==> config.mk <==
export PLATFORM = sky130hd
export DESIGN_NAME = immu_top
export DESIGN_NICKNAME = d
export VERILOG_FILES = /design/src/common/mmu_pkg.sv /design/src/itlb/itlb.sv /design/src/ptw/ptw.sv /design/src/immu.sv /design/src/immu_top.sv
export SDC_FILE = /design/constraint.sdc
export NUM_CORES = 1
export LEC_CHECK = 0
export BUFFER_PORTS_ARGS = -buffer_cell sky130_fd_sc_hd__buf_2
export CAP_MARGIN = 15
export CORE_UTILIZATION = 61
export CTS_CLUSTER_SIZE = 16
export DETAILED_ROUTE_END_ITERATION = 8
export GPL_ROUTABILITY_DRIVEN = 0
export GPL_TIMING_DRIVEN = 0
export PLACE_DENSITY_LB_ADDON = 0.2
export SLEW_MARGIN = 30
export SYNTH_ARGS = -nofsm -noshare
export SYNTH_HDL_FRONTEND = slang
export SYNTH_SLANG_ARGS = --single-unit
==> constraint.sdc <==
create_clock -name clk -period 7.6 [get_ports clk]
set_input_delay 0.76 -clock clk [delete_from_list [all_inputs] [get_ports clk]]
set_output_delay 0.76 -clock clk [all_outputs]
set_load 0.02 [all_outputs]
==> src/common/mmu_pkg.sv <==
// Sv32 only with no bare mode or ASIDs; physical addresses are 34 bits and a PTE PPN is bits 31:10
package mmu_pkg;

    // Address and entry widths for Sv32
    typedef logic [31:0] vaddr_t;
    typedef logic [33:0] paddr_t;

    // VPN[1] is bits 19:10, VPN[0] is bits 9:0
    typedef logic [19:0] vpn_t;

    // PPN[1] is bits 21:10, PPN[0] is bits 9:0
    typedef logic [21:0] ppn_t;

    // Raw page table entry as read from memory
    typedef logic [31:0] pte_t;

    // PTE flag bit positions
    localparam int unsigned pte_v = 0;
    localparam int unsigned pte_r = 1;
    localparam int unsigned pte_w = 2;
    localparam int unsigned pte_x = 3;

    // Page table walker states
    typedef enum logic [1:0] {
        ptw_idle,
        ptw_l1_read,
        ptw_l0_read,
        ptw_done
    } ptw_state_e;

    // MMU controller states
    typedef enum logic [1:0] {
        immu_idle,
        immu_walk,
        immu_resp
    } immu_state_e;

endpackage

==> src/itlb/itlb.sv <==
// Direct mapped, tlb_entries must be a power of two from 2 to 1024; flush beats a same-cycle update
`timescale 1ns/1ps

module itlb import mmu_pkg::*; #(
    parameter int tlb_entries = 4
) (
    input  logic clk,
    input  logic rst_n,
    input  vpn_t lookup_vpn,
    input  logic flush,
    input  logic update,
    input  vpn_t update_vpn,
    input  pte_t update_pte,
    input  logic update_superpage,
    output logic hit,
    output pte_t hit_pte,
    output logic hit_superpage
);

    localparam int idx_w = $clog2(tlb_entries);

    // Entry storage, only valid bits are control state
    logic [tlb_entries-1:0] valid_q;
    logic [9:0]             vpn1_q [tlb_entries];
    logic [9:0]             vpn0_q [tlb_entries];
    pte_t                   pte_q  [tlb_entries];
    logic [tlb_entries-1:0] sp_q;

    logic [idx_w-1:0] r_index;
    logic [idx_w-1:0] w_index;

    // Index from low bits of VPN[1] so a superpage has one slot
    assign r_index = lookup_vpn[10 +: idx_w];
    assign w_index = update_vpn[10 +: idx_w];

    // Combinational lookup
    always_comb begin
        hit           = 1'b0;
        hit_pte       = '0;
        hit_superpage = 1'b0;
        if (valid_q[r_index] && (vpn1_q[r_index] == lookup_vpn[19:10])) begin
            // Superpage ignores VPN[0]
            if ((vpn0_q[r_index] == lookup_vpn[9:0]) || sp_q[r_index]) begin
                hit           = 1'b1;
                hit_pte       = pte_q[r_index];
                hit_superpage = sp_q[r_index];
            end
        end
    end

    // Valid bits, flush has priority
    always_ff @(posedge clk) begin
        if (!rst_n) begin
            valid_q <= '0;
        end else if (flush) begin
            valid_q <= '0;
        end else if (update) begin
            valid_q[w_index] <= 1'b1;
        end
    end

    // Payload write, overwrites whatever sits at the index
    always_ff @(posedge clk) begin
        if (update && !flush) begin
            vpn1_q[w_index] <= update_vpn[19:10];
            vpn0_q[w_index] <= update_vpn[9:0];
            pte_q[w_index]  <= update_pte;
            sp_q[w_index]   <= update_superpage;
        end
    end

endmodule

==> src/ptw/ptw.sv <==
// Read-only Wishbone classic master; no A/D updates or privilege checks, one walk at a time
`timescale 1ns/1ps

module ptw import mmu_pkg::*; (
    input  logic   clk,
    input  logic   rst_n,
    input  ppn_t   satp_ppn,
    input  logic   walk_start,
    input  vpn_t   walk_vpn,
    input  pte_t   wb_rdata,
    input  logic   wb_ack,
    output logic   walk_done,
    output pte_t   walk_pte,
    output logic   walk_superpage,
    output logic   walk_fault,
    output logic   wb_cyc,
    output logic   wb_stb,
    output paddr_t wb_adr
);

    ptw_state_e state;
    vpn_t       vpn_q;
    logic       rd_leaf;
    logic       rd_fault_l1;

    // Fault rules for one entry at a given level
    function automatic logic pte_fault(input pte_t pte, input logic level1);
        logic leaf;
        leaf = pte[pte_r] | pte[pte_x];
        pte_fault = 1'b0;
        // Invalid entry
        if (!pte[pte_v]) pte_fault = 1'b1;
        // Reserved write without read
        if (pte[pte_w] && !pte[pte_r]) pte_fault = 1'b1;
        // Pointer at the last level
        if (!leaf && !level1) pte_fault = 1'b1;
        // Leaf must allow execute
        if (leaf && !pte[pte_x]) pte_fault = 1'b1;
        // Superpage needs PPN[0] of zero
        if (leaf && level1 && (pte[19:10] != 10'd0)) pte_fault = 1'b1;
        return pte_fault;
    endfunction

    assign rd_leaf     = wb_rdata[pte_r] | wb_rdata[pte_x];
    assign rd_fault_l1 = pte_fault(wb_rdata, 1'b1);

    // Done is a one cycle pulse after the last ack
    assign walk_done = (state == ptw_done);

    always_ff @(posedge clk) begin
        if (!rst_n) begin
            state  <= ptw_idle;
            wb_cyc <= 1'b0;
            wb_stb <= 1'b0;
        end else begin
            case (state)
                ptw_idle: begin
                    if (walk_start) begin
                        vpn_q <= walk_vpn;
                        // satp.ppn * 4096 + VPN[1] * 4
                        wb_adr <= {satp_ppn, walk_vpn[19:10], 2'b00};
                        wb_cyc <= 1'b1;
                        wb_stb <= 1'b1;
                        state  <= ptw_l1_read;
                    end
                end
                ptw_l1_read: begin
                    // Bus held stable until ack
                    if (wb_ack) begin
                        wb_cyc   <= 1'b0;
                        wb_stb   <= 1'b0;
                        walk_pte <= wb_rdata;
                        if (!rd_fault_l1 && !rd_leaf) begin
                            state <= ptw_l0_read;
                        end else begin
                            walk_fault     <= rd_fault_l1;
                            walk_superpage <= 1'b1;
                            state          <= ptw_done;
                        end
                    end
                end
                ptw_l0_read: begin
                    // One idle bus cycle after the level-1 ack
                    if (!wb_cyc) begin
                        // Pointer PPN * 4096 + VPN[0] * 4
                        wb_adr <= {walk_pte[31:10], vpn_q[9:0], 2'b00};
                        wb_cyc <= 1'b1;
                        wb_stb <= 1'b1;
                    end else if (wb_ack) begin
                        wb_cyc         <= 1'b0;
                        wb_stb         <= 1'b0;
                        walk_pte       <= wb_rdata;
                        walk_fault     <= pte_fault(wb_rdata, 1'b0);
                        walk_superpage <= 1'b0;
                        state          <= ptw_done;
                    end
                end
                ptw_done: begin
                    state <= ptw_idle;
                end
                default: begin
                    state <= ptw_idle;
                end
            endcase
        end
    end

endmodule

==> src/immu.sv <==
// Requester holds fetch_vaddr until fetch_ack; faulted walks are returned but never cached
`timescale 1ns/1ps

module immu import mmu_pkg::*; (
    input  logic   clk,
    input  logic   rst_n,
    input  logic   fetch_req,
    input  vaddr_t fetch_vaddr,
    input  logic   hit,
    input  pte_t   hit_pte,
    input  logic   hit_superpage,
    input  logic   walk_done,
    input  pte_t   walk_pte,
    input  logic   walk_superpage,
    input  logic   walk_fault,
    output logic   fetch_ack,
    output paddr_t fetch_paddr,
    output logic   fetch_fault,
    output vpn_t   lookup_vpn,
    output logic   walk_start,
    output vpn_t   walk_vpn,
    output logic   update,
    output vpn_t   update_vpn,
    output pte_t   update_pte,
    output logic   update_superpage
);

    immu_state_e state;
    pte_t        sel_pte;
    logic        sel_sp;
    paddr_t      paddr_next;

    // VPN stays valid through the ack cycle
    assign lookup_vpn = fetch_vaddr[31:12];
    assign walk_vpn   = fetch_vaddr[31:12];
    assign update_vpn = fetch_vaddr[31:12];

    // Ack cycle is the response state
    assign fetch_ack = (state == immu_resp);

    // Pick walker result while walking, else the TLB
    assign sel_pte = (state == immu_walk) ? walk_pte : hit_pte;
    assign sel_sp  = (state == immu_walk) ? walk_superpage : hit_superpage;

    // Physical address
    always_comb begin
        if (sel_sp) begin
            // PPN[1] * 4 MiB, VPN[0] and offset pass through
            paddr_next = {sel_pte[31:20], fetch_vaddr[21:0]};
        end else begin
            paddr_next = {sel_pte[31:10], fetch_vaddr[11:0]};
        end
    end

    always_ff @(posedge clk) begin
        if (!rst_n) begin
            state      <= immu_idle;
            walk_start <= 1'b0;
            update     <= 1'b0;
        end else begin
            // Single cycle strobes
            walk_start <= 1'b0;
            update     <= 1'b0;
            case (state)
                immu_idle: begin
                    if (fetch_req) begin
                        if (hit) begin
                            fetch_paddr <= paddr_next;
                            fetch_fault <= 1'b0;
                            state       <= immu_resp;
                        end else begin
                            walk_start <= 1'b1;
                            state      <= immu_walk;
                        end
                    end
                end
                immu_walk: begin
                    if (walk_done) begin
                        fetch_paddr      <= paddr_next;
                        fetch_fault      <= walk_fault;
                        // Install only good translations
                        update           <= !walk_fault;
                        update_pte       <= walk_pte;
                        update_superpage <= walk_superpage;
                        state            <= immu_resp;
                    end
                end
                immu_resp: begin
                    // Request ignored during ack
                    state <= immu_idle;
                end
                default: begin
                    state <= immu_idle;
                end
            endcase
        end
    end

endmodule

==> src/immu_top.sv <==
// Instruction MMU, Sv32 always on; page tables live outside behind a read-only Wishbone port
`timescale 1ns/1ps

module immu_top import mmu_pkg::*; #(
    parameter int tlb_entries = 4
) (
    input  logic   clk,
    input  logic   rst_n,
    input  logic   fetch_req,
    input  vaddr_t fetch_vaddr,
    input  logic   flush,
    input  ppn_t   satp_ppn,
    input  pte_t   wb_rdata,
    input  logic   wb_ack,
    output logic   fetch_ack,
    output paddr_t fetch_paddr,
    output logic   fetch_fault,
    output logic   wb_cyc,
    output logic   wb_stb,
    output paddr_t wb_adr
);

    // Controller to TLB
    vpn_t lookup_vpn;
    logic hit;
    pte_t hit_pte;
    logic hit_superpage;
    logic update;
    vpn_t update_vpn;
    pte_t update_pte;
    logic update_superpage;

    // Controller to walker
    logic walk_start;
    vpn_t walk_vpn;
    logic walk_done;
    pte_t walk_pte;
    logic walk_superpage;
    logic walk_fault;

    immu u_immu (
        .clk              (clk),
        .rst_n            (rst_n),
        .fetch_req        (fetch_req),
        .fetch_vaddr      (fetch_vaddr),
        .hit              (hit),
        .hit_pte          (hit_pte),
        .hit_superpage    (hit_superpage),
        .walk_done        (walk_done),
        .walk_pte         (walk_pte),
        .walk_superpage   (walk_superpage),
        .walk_fault       (walk_fault),
        .fetch_ack        (fetch_ack),
        .fetch_paddr      (fetch_paddr),
        .fetch_fault      (fetch_fault),
        .lookup_vpn       (lookup_vpn),
        .walk_start       (walk_start),
        .walk_vpn         (walk_vpn),
        .update           (update),
        .update_vpn       (update_vpn),
        .update_pte       (update_pte),
        .update_superpage (update_superpage)
    );

    itlb #(
        .tlb_entries (tlb_entries)
    ) u_itlb (
        .clk              (clk),
        .rst_n            (rst_n),
        .lookup_vpn       (lookup_vpn),
        .flush            (flush),
        .update           (update),
        .update_vpn       (update_vpn),
        .update_pte       (update_pte),
        .update_superpage (update_superpage),
        .hit              (hit),
        .hit_pte          (hit_pte),
        .hit_superpage    (hit_superpage)
    );

    ptw u_ptw (
        .clk            (clk),
        .rst_n          (rst_n),
        .satp_ppn       (satp_ppn),
        .walk_start     (walk_start),
        .walk_vpn       (walk_vpn),
        .wb_rdata       (wb_rdata),
        .wb_ack         (wb_ack),
        .walk_done      (walk_done),
        .walk_pte       (walk_pte),
        .walk_superpage (walk_superpage),
        .walk_fault     (walk_fault),
        .wb_cyc         (wb_cyc),
        .wb_stb         (wb_stb),
        .wb_adr         (wb_adr)
    );

endmodule

; ---- Word-level counts from Yosys, hierarchy flattened
; Memory sizes are Yosys's and may differ from the RTL's.
; Cells that the tools add are included.
; Widths: inputs -> output; s select.
[word_totals]
regBits = 162
ramBits = 208
in_bits = 91
output_inout_bits = 72
word_cells = 140
mem_count = 3
[memory_table]
columns = memory, depth, width, read_ports, rd_clocked_by_memory_dff, wr, line
row1 = u_itlb.pte_q, 4, 32, 1, 0, 1, itlb.sv:26  ; pte_t pte_q [tlb_entries];
row2 = u_itlb.vpn0_q, 4, 10, 1, 0, 1, itlb.sv:25  ; logic [9:0] vpn0_q [tlb_entries];
row3 = u_itlb.vpn1_q, 4, 10, 1, 0, 1, itlb.sv:24  ; logic [9:0] vpn1_q [tlb_entries];
[classes]
order_cmp = 2
eq_ne = 16
n_mux = 66
bitwise_logic = 3
reduce_logical = 33
[ops]
columns = op, count
row1 = $mux 34, 5
row2 = $mux 32, 5
row3 = $pmux 34 s2, 2
row4 = $pmux 32 s2, 1
row5 = $mux 1, 34
row6 = $mux 22, 1
row7 = $eq 10x10->1, 2
row8 = $reduce_and 3->1, 5
row9 = $mux 2, 7
row10 = $ne 2x2->1 const B, 7
row11 = $reduce_bool 10->1, 1
row12 = $pmux 2 s4, 1
row13 = $reduce_and 4->1, 2
row14 = $logic_and 1x1->1, 7
row15 = $eq 2x2->1 const B, 3
row16 = $logic_not 1->1, 6
row17 = $pmux 1 s2, 3
row18 = $pmux 1 s3, 2
row19 = $reduce_and 6->1, 1
row20 = $reduce_bool 2->1, 3
row21 = $reduce_and 5->1, 1
row22 = $bmux 1 s2, 2
row23 = $bwmux 4, 1
row24 = $eq 2x1->1 const B, 2
row25 = 13 further kinds, 16

; ---- Depth between registers and ports, before layout
[logic_depth]
word_depth = 10
mapped_depth = 10
depth_no_buf = 8

; ---- Hierarchy
; A second synthesis with hierarchy kept.
[hier_totals]
hier_cells = 737
hier_area_um2 = 14554.0
[modules_own_cells]
columns = module, instances, cells_per_inst, area_each_um2, seq_area_each_um2
row1 = itlb, 1, 373, 8380.5, 6446.2
row2 = ptw, 1, 170, 3135.5, 2362.3
row3 = immu, 1, 194, 3037.9, 2122.0

; ---- Least setup slack after synthesis
; OpenSTA, ideal clock, no wires.
[synth_timing]
kind = input to register
start = in fetch_vaddr[22]
end = reg u_immu.fetch_fault (enable)
setup_ns = 0.476
t_arrival_ns = 4.911
required_time_ns = 7.124
slack_ns = 2.213
cell_stages = 9
path_buffers = 3
path_cell_list = buf_6 > buf_12 > mux4_2 > xnor2_1 > nand4_1 > o41ai_2 > nand3b_2 > clkbuf_2 > o21ai_0
[synth_via]
elab_chain_len = 7
elab_cells_between_ends = 14
classes_between = eq/ne (3) / mux (6) / reduce/logical (3) / memory (2)
[synth_rtl]
columns = element, line
row1 = start: declaration, immu_top.sv:10  ; input vaddr_t fetch_vaddr,
row2 = $mem_v2 4x10 or $bmux 1 s2 (tied branches), -
row3 = $eq 10x10->1 or $mux 1 (tied branches), itlb.sv:43  ; if ((vpn0_q[r_index] == lookup_vpn[9:0]) || sp_q[r_index]) begin
row4 = $logic_or 1x1->1, itlb.sv:43
row5 = $mux 1, itlb.sv:43
row6 = $mux 1 (*), itlb.sv:41  ; if (valid_q[r_index] && (vpn1_q[r_index] == lookup_vpn[19:10])) begin
row7 = $ne 2x2->1 (no source line) (*), -
row8 = $reduce_and 5->1 (no source line) (*), -
row9 = end signal: assignment, immu.sv:80  ; fetch_fault <= walk_fault;
row10 = end: declaration, immu.sv:18  ; output logic fetch_fault,
; Mark *: on every way between the ends. The rest lies on a longest branch, timed or not. The select of a mux whose other input is x is not followed.
; A chain may end at the register's enable or synchronous reset.

; ---- Worst setup path in the final report
[layout_timing]
start = in fetch_vaddr[23]
end = reg u_immu.fetch_paddr[4] (enable)
[layout_via]
elab_chain_len = 7
elab_cells_between_ends = 14
classes_between = eq/ne (3) / mux (6) / reduce/logical (3) / memory (2)
[layout_rtl]
columns = element, line
row1 = $mem_v2 4x10 or $bmux 1 s2 (tied branches), -
row2 = $eq 10x10->1 or $mux 1 (tied branches), itlb.sv:43
row3 = $logic_or 1x1->1, itlb.sv:43
row4 = $mux 1, itlb.sv:43
row5 = $mux 1 (*), itlb.sv:41
row6 = $ne 2x2->1 (no source line) (*), -
row7 = $reduce_and 5->1 (no source line) (*), -
row8 = end signal: assignment, immu.sv:68  ; fetch_paddr <= paddr_next;
row9 = end signal: assignment, immu.sv:79  ; fetch_paddr <= paddr_next;
row10 = end: declaration, immu.sv:17  ; output paddr_t fetch_paddr,
; Marks and branches as above.

==> out/results.tsv <==
stage	metric	value	unit
finish	FF/Latch Area	9130	sq um
setup_path	crit path to	u_immu.fetch_paddr[4]$_DFFE_PP_	
clock_tree	clock root buffer	clkbuf_16	
detailed_routing	DRC Markers	0	
grt	pin count of the biggest net entering global routing	34	
clock_tree	cts repair resizes	0	
sta	setup ws final	3.69	ns
yosys	FF+latch count, synth	308	
run_status	status	finished, final reports clean	
finish	end-of-flow core utilization	0.743	
yosys	post-synth top area cell	edfxtp_1	
pwr	Pwr per Cell Area	274	nW/um^2
place	worst slack at placement	3.19	ns
sta	Worst Clk Skew	0.0105	ns
yosys	Mapped Area	11700	sq um
sta	Least-Margin Pin Slew	0.843	ns
yosys	Synth Flop Type	edfxtp_1	
pwr	Seq pwr share	0.522	
pwr	worst vdd ir	204	uV
setup_path	crit-path max FO	21	
finish	area of the multi-input gates	2480	sq um
sta	Hold Fails Final Rpt	0	
yosys	Unique masters post-synth	46	
finish	NumNets Final	900	
finish	Fill cells	1112	
setup_path	Critical path origin	fetch_vaddr[23]	
yosys	Async SR Flop Fraction	0	
clock_tree	setup bufs post-CTS	0	
setup_path	Worst setup SP type	primary input	
clock_tree	CTS Sinks	308	
detailed_routing	final antenna-violating net count	0	
floorplanning	core area	18800	sq um
yosys	synthesized area per cell	19.3	sq um
setup_path	slowest stage delay, CP	0.68	ns
clock_tree	cts hold-fix bufs	0	
floorplanning	num ports	163	
finish	Layout area overhead	18.9	%
finish	Cell Count, Final, Fillers Out	1059	
clock_tree	clock latency on the worst-skew pair	0.53	ns
yosys	Gate Count Post-Synth	608	
sta	Slew HR	0.438	
setup_path	Crit path arrival time	4.14	ns
pwr	Pint	2.90	mW
yosys	area share of the largest cell type after synthesis	0.758	
finish	Finished Cell Area	13900	sq um
floorplanning	Die ar.	19800	sq um
place	DP HPWL	16000	um
detailed_routing	TritonRoute pass-1 iters	5	
setup_path	worst reg2reg setup slack	4.22	ns
detailed_routing	Via density	6.03	
setup_path	CP bufs+invs	5	
grt	initial antenna violation count	1	
sta	final worst path period need	3.91	ns
place	Port Buffers	154	
sta	f_max	0.255	GHz
clock_tree	CTS Buf Count	29	
clock_tree	H-tree Lvls	1	
clock_tree	clock slew at reported path FFs	0.06	ns
yosys	register area share after synthesis	0.778	
detailed_routing	WL/cell	22.8	um
setup_path	cell depth of the worst setup path	9	
sta	Setup-failing EPs final	0	
pwr	switch share	0.240	
yosys	number of enable flip-flop cells after synthesis	296	
sta	RSZ-0062 raised after global routing	false	
sta	final worst-path cycle share	0.515	
place	Placed Cells incl. Taps	1007	
setup_path	crit-path cells	buf_2 -> buf_1 -> clkbuf_1 -> o2111ai_1 -> a211oi_2 -> nand3b_2 -> clkbuf_2 -> o21ai_4 -> buf_16	
place	area post-placement	13100	sq um
detailed_routing	final WL	24200	um
floorplanning	Initial Util	0.625	
finish	commonest non-fill, non-tap cell in the layout	edfxtp_1	
yosys	largest cells by area after synthesis	edfxtp_1, mux4_2, mux2_2	
setup_path	CP max-delay cell	o21ai_4	
setup_path	CP Class	primary input to flip-flop	
finish	most frequent cells in the layout	edfxtp_1, buf_2, nand2_1	
setup_path	Worst Setup End Kind	flip-flop	
floorplanning	Die H	141	um
pwr	Comb pwr share	0.127	
setup_path	reg2reg path depth	8	
clock_tree	clock buffer depth	3	
detailed_routing	DR iter-0 viols	597	
sta	Final Max Tran Viols	0	
pwr	static leakage	4.84	nW
sta	Min Hold Slack	0.406	ns
pwr	P_sw	0.915	mW
grt	GRT Resource Usage Total	0.251	
setup_path	Worst R2R End	u_immu.fetch_paddr[4]$_DFFE_PP_	
setup_path	CP required	7.83	ns
hold_path	worst hold path class	primary input to flip-flop	
setup_path	critical path's top delay family	buffers and inverters	
grt	first-pass GRT wire length	36800	um
floorplanning	chip width	141	um
floorplanning	num rows	50	
flow_run	max-cap violation count	0	
grt	vias in the first global route	6554	
grt	grt ovf	0	
finish	share of layout cells above drive strength 1	0.346	
clock_tree	CTS tree	built	
detailed_routing	Vias	6387	
yosys	yosys warns	0	
setup_path	Critical R2R Launch	u_itlb.vpn0_q[1][5]$_DFFE_PP_	
pwr	clock power share	0.351	
## flip-flops by register name, summed over array words and instances (netlist names), 2 cells and up
name / count
u_ptw.walk_pte: 22
u_ptw.vpn_q: 10
u_immu.update_pte: 22
u_itlb.sp_q: 4
u_itlb.valid_q: 4
u_ptw.wb_adr: 32
u_itlb.pte_q: 88
u_itlb.vpn1_q: 40
u_ptw.state: 2
u_immu.state: 2
u_immu.fetch_paddr: 34
u_itlb.vpn0_q: 40
## how the worst min path moves through the flow
stage / slack [ns] / end / depth (start not counted) / startpoint
2_1_floorplan: 0.40 / u_immu.update$_SDFF_PN0_ / 1 / u_ptw.walk_fault$_DFFE_PP_
3_3_place_gp: 0.43 / u_immu.update$_SDFF_PN0_ / 1 / u_ptw.walk_fault$_DFFE_PP_
3_5_place_dp: 0.44 / u_immu.update$_SDFF_PN0_ / 1 / u_ptw.walk_fault$_DFFE_PP_
4_1_cts: 0.40 / u_ptw.walk_pte[29]$_DFFE_PP_ / 1 / wb_rdata[29]
5_1_grt: 0.40 / u_ptw.walk_pte[29]$_DFFE_PP_ / 1 / wb_rdata[29]
6_report: 0.41 / u_ptw.walk_pte[29]$_DFFE_PP_ / 1 / wb_rdata[29]
## metrics by stage
stage                     TNS, ns  total power, mW
after floorplan                 0             2.31
after global placement      -6.50             2.46
after detailed placement        0             2.51
after CTS                       0             3.83
after global routing            0             3.94
final                           0             3.82
## cell usage after synthesis, types with 5 or more instances
cell        n
edfxtp_1  296
nand2_1    46
mux4_2     31
mux2_2     30
nor2_1     24
o21ai_0    20
clkbuf_1   15
a31oi_1    14
xnor2_1    14
dfxtp_1    12
nand3b_1   11
inv_1       9
mux4_1      9
nand3_1     8
mux2i_1     6
xor2_1      6
buf_2       5
ha_1        5
nand2b_1    5
nor2b_1     5
## power groups by stage
stage / sequential (mW) / combinational, mW / clock, mW
final: 1.99 / 0.483 / 1.34
after global routing: 2.00 / 0.523 / 1.42
after CTS: 1.99 / 0.486 / 1.35
after detailed placement: 2.03 / 0.482 / 0
after global placement: 2.03 / 0.431 / 0
after floorplan: 2.08 / 0.230 / 0
## area by class of cell
type                    instances  share of cell area
well taps                     234              0.0210
repair buffers                164              0.0707
multi-input cells             264               0.178
inverters                       9             0.00242
clock buffers                  40              0.0579
flip-flops and latches        308               0.654
clock inverters                11             0.00529
plain buffers                  28              0.0103
diodes                          1            0.000179
## cells by family (layout without fill, tap and decap cells)
kind of cell	count (synthesis)	count (layout)	synth area share
flip-flops	308	308	0.778
AND/OR/NAND/NOR	112	112	0.0456
multiplexers	76	76	0.114
AO/OA/AOI/OAI	49	49	0.0267
buffers and inverters	37	252	0.0151
XOR/XNOR	20	20	0.0149
adder cells (fa/ha/maj)	5	5	0.00533
other	1	3	0.000320
## layer usage
metal,vias up,global-route usage,share of wire
met1,3229,0.350,0.40
met5,-,0,0
li1,2793,-,-
met3,45,0.0374,0.082
met2,320,0.422,0.50
met4,0,0.0635,0.019
Power figures use the tool's default switching activity.
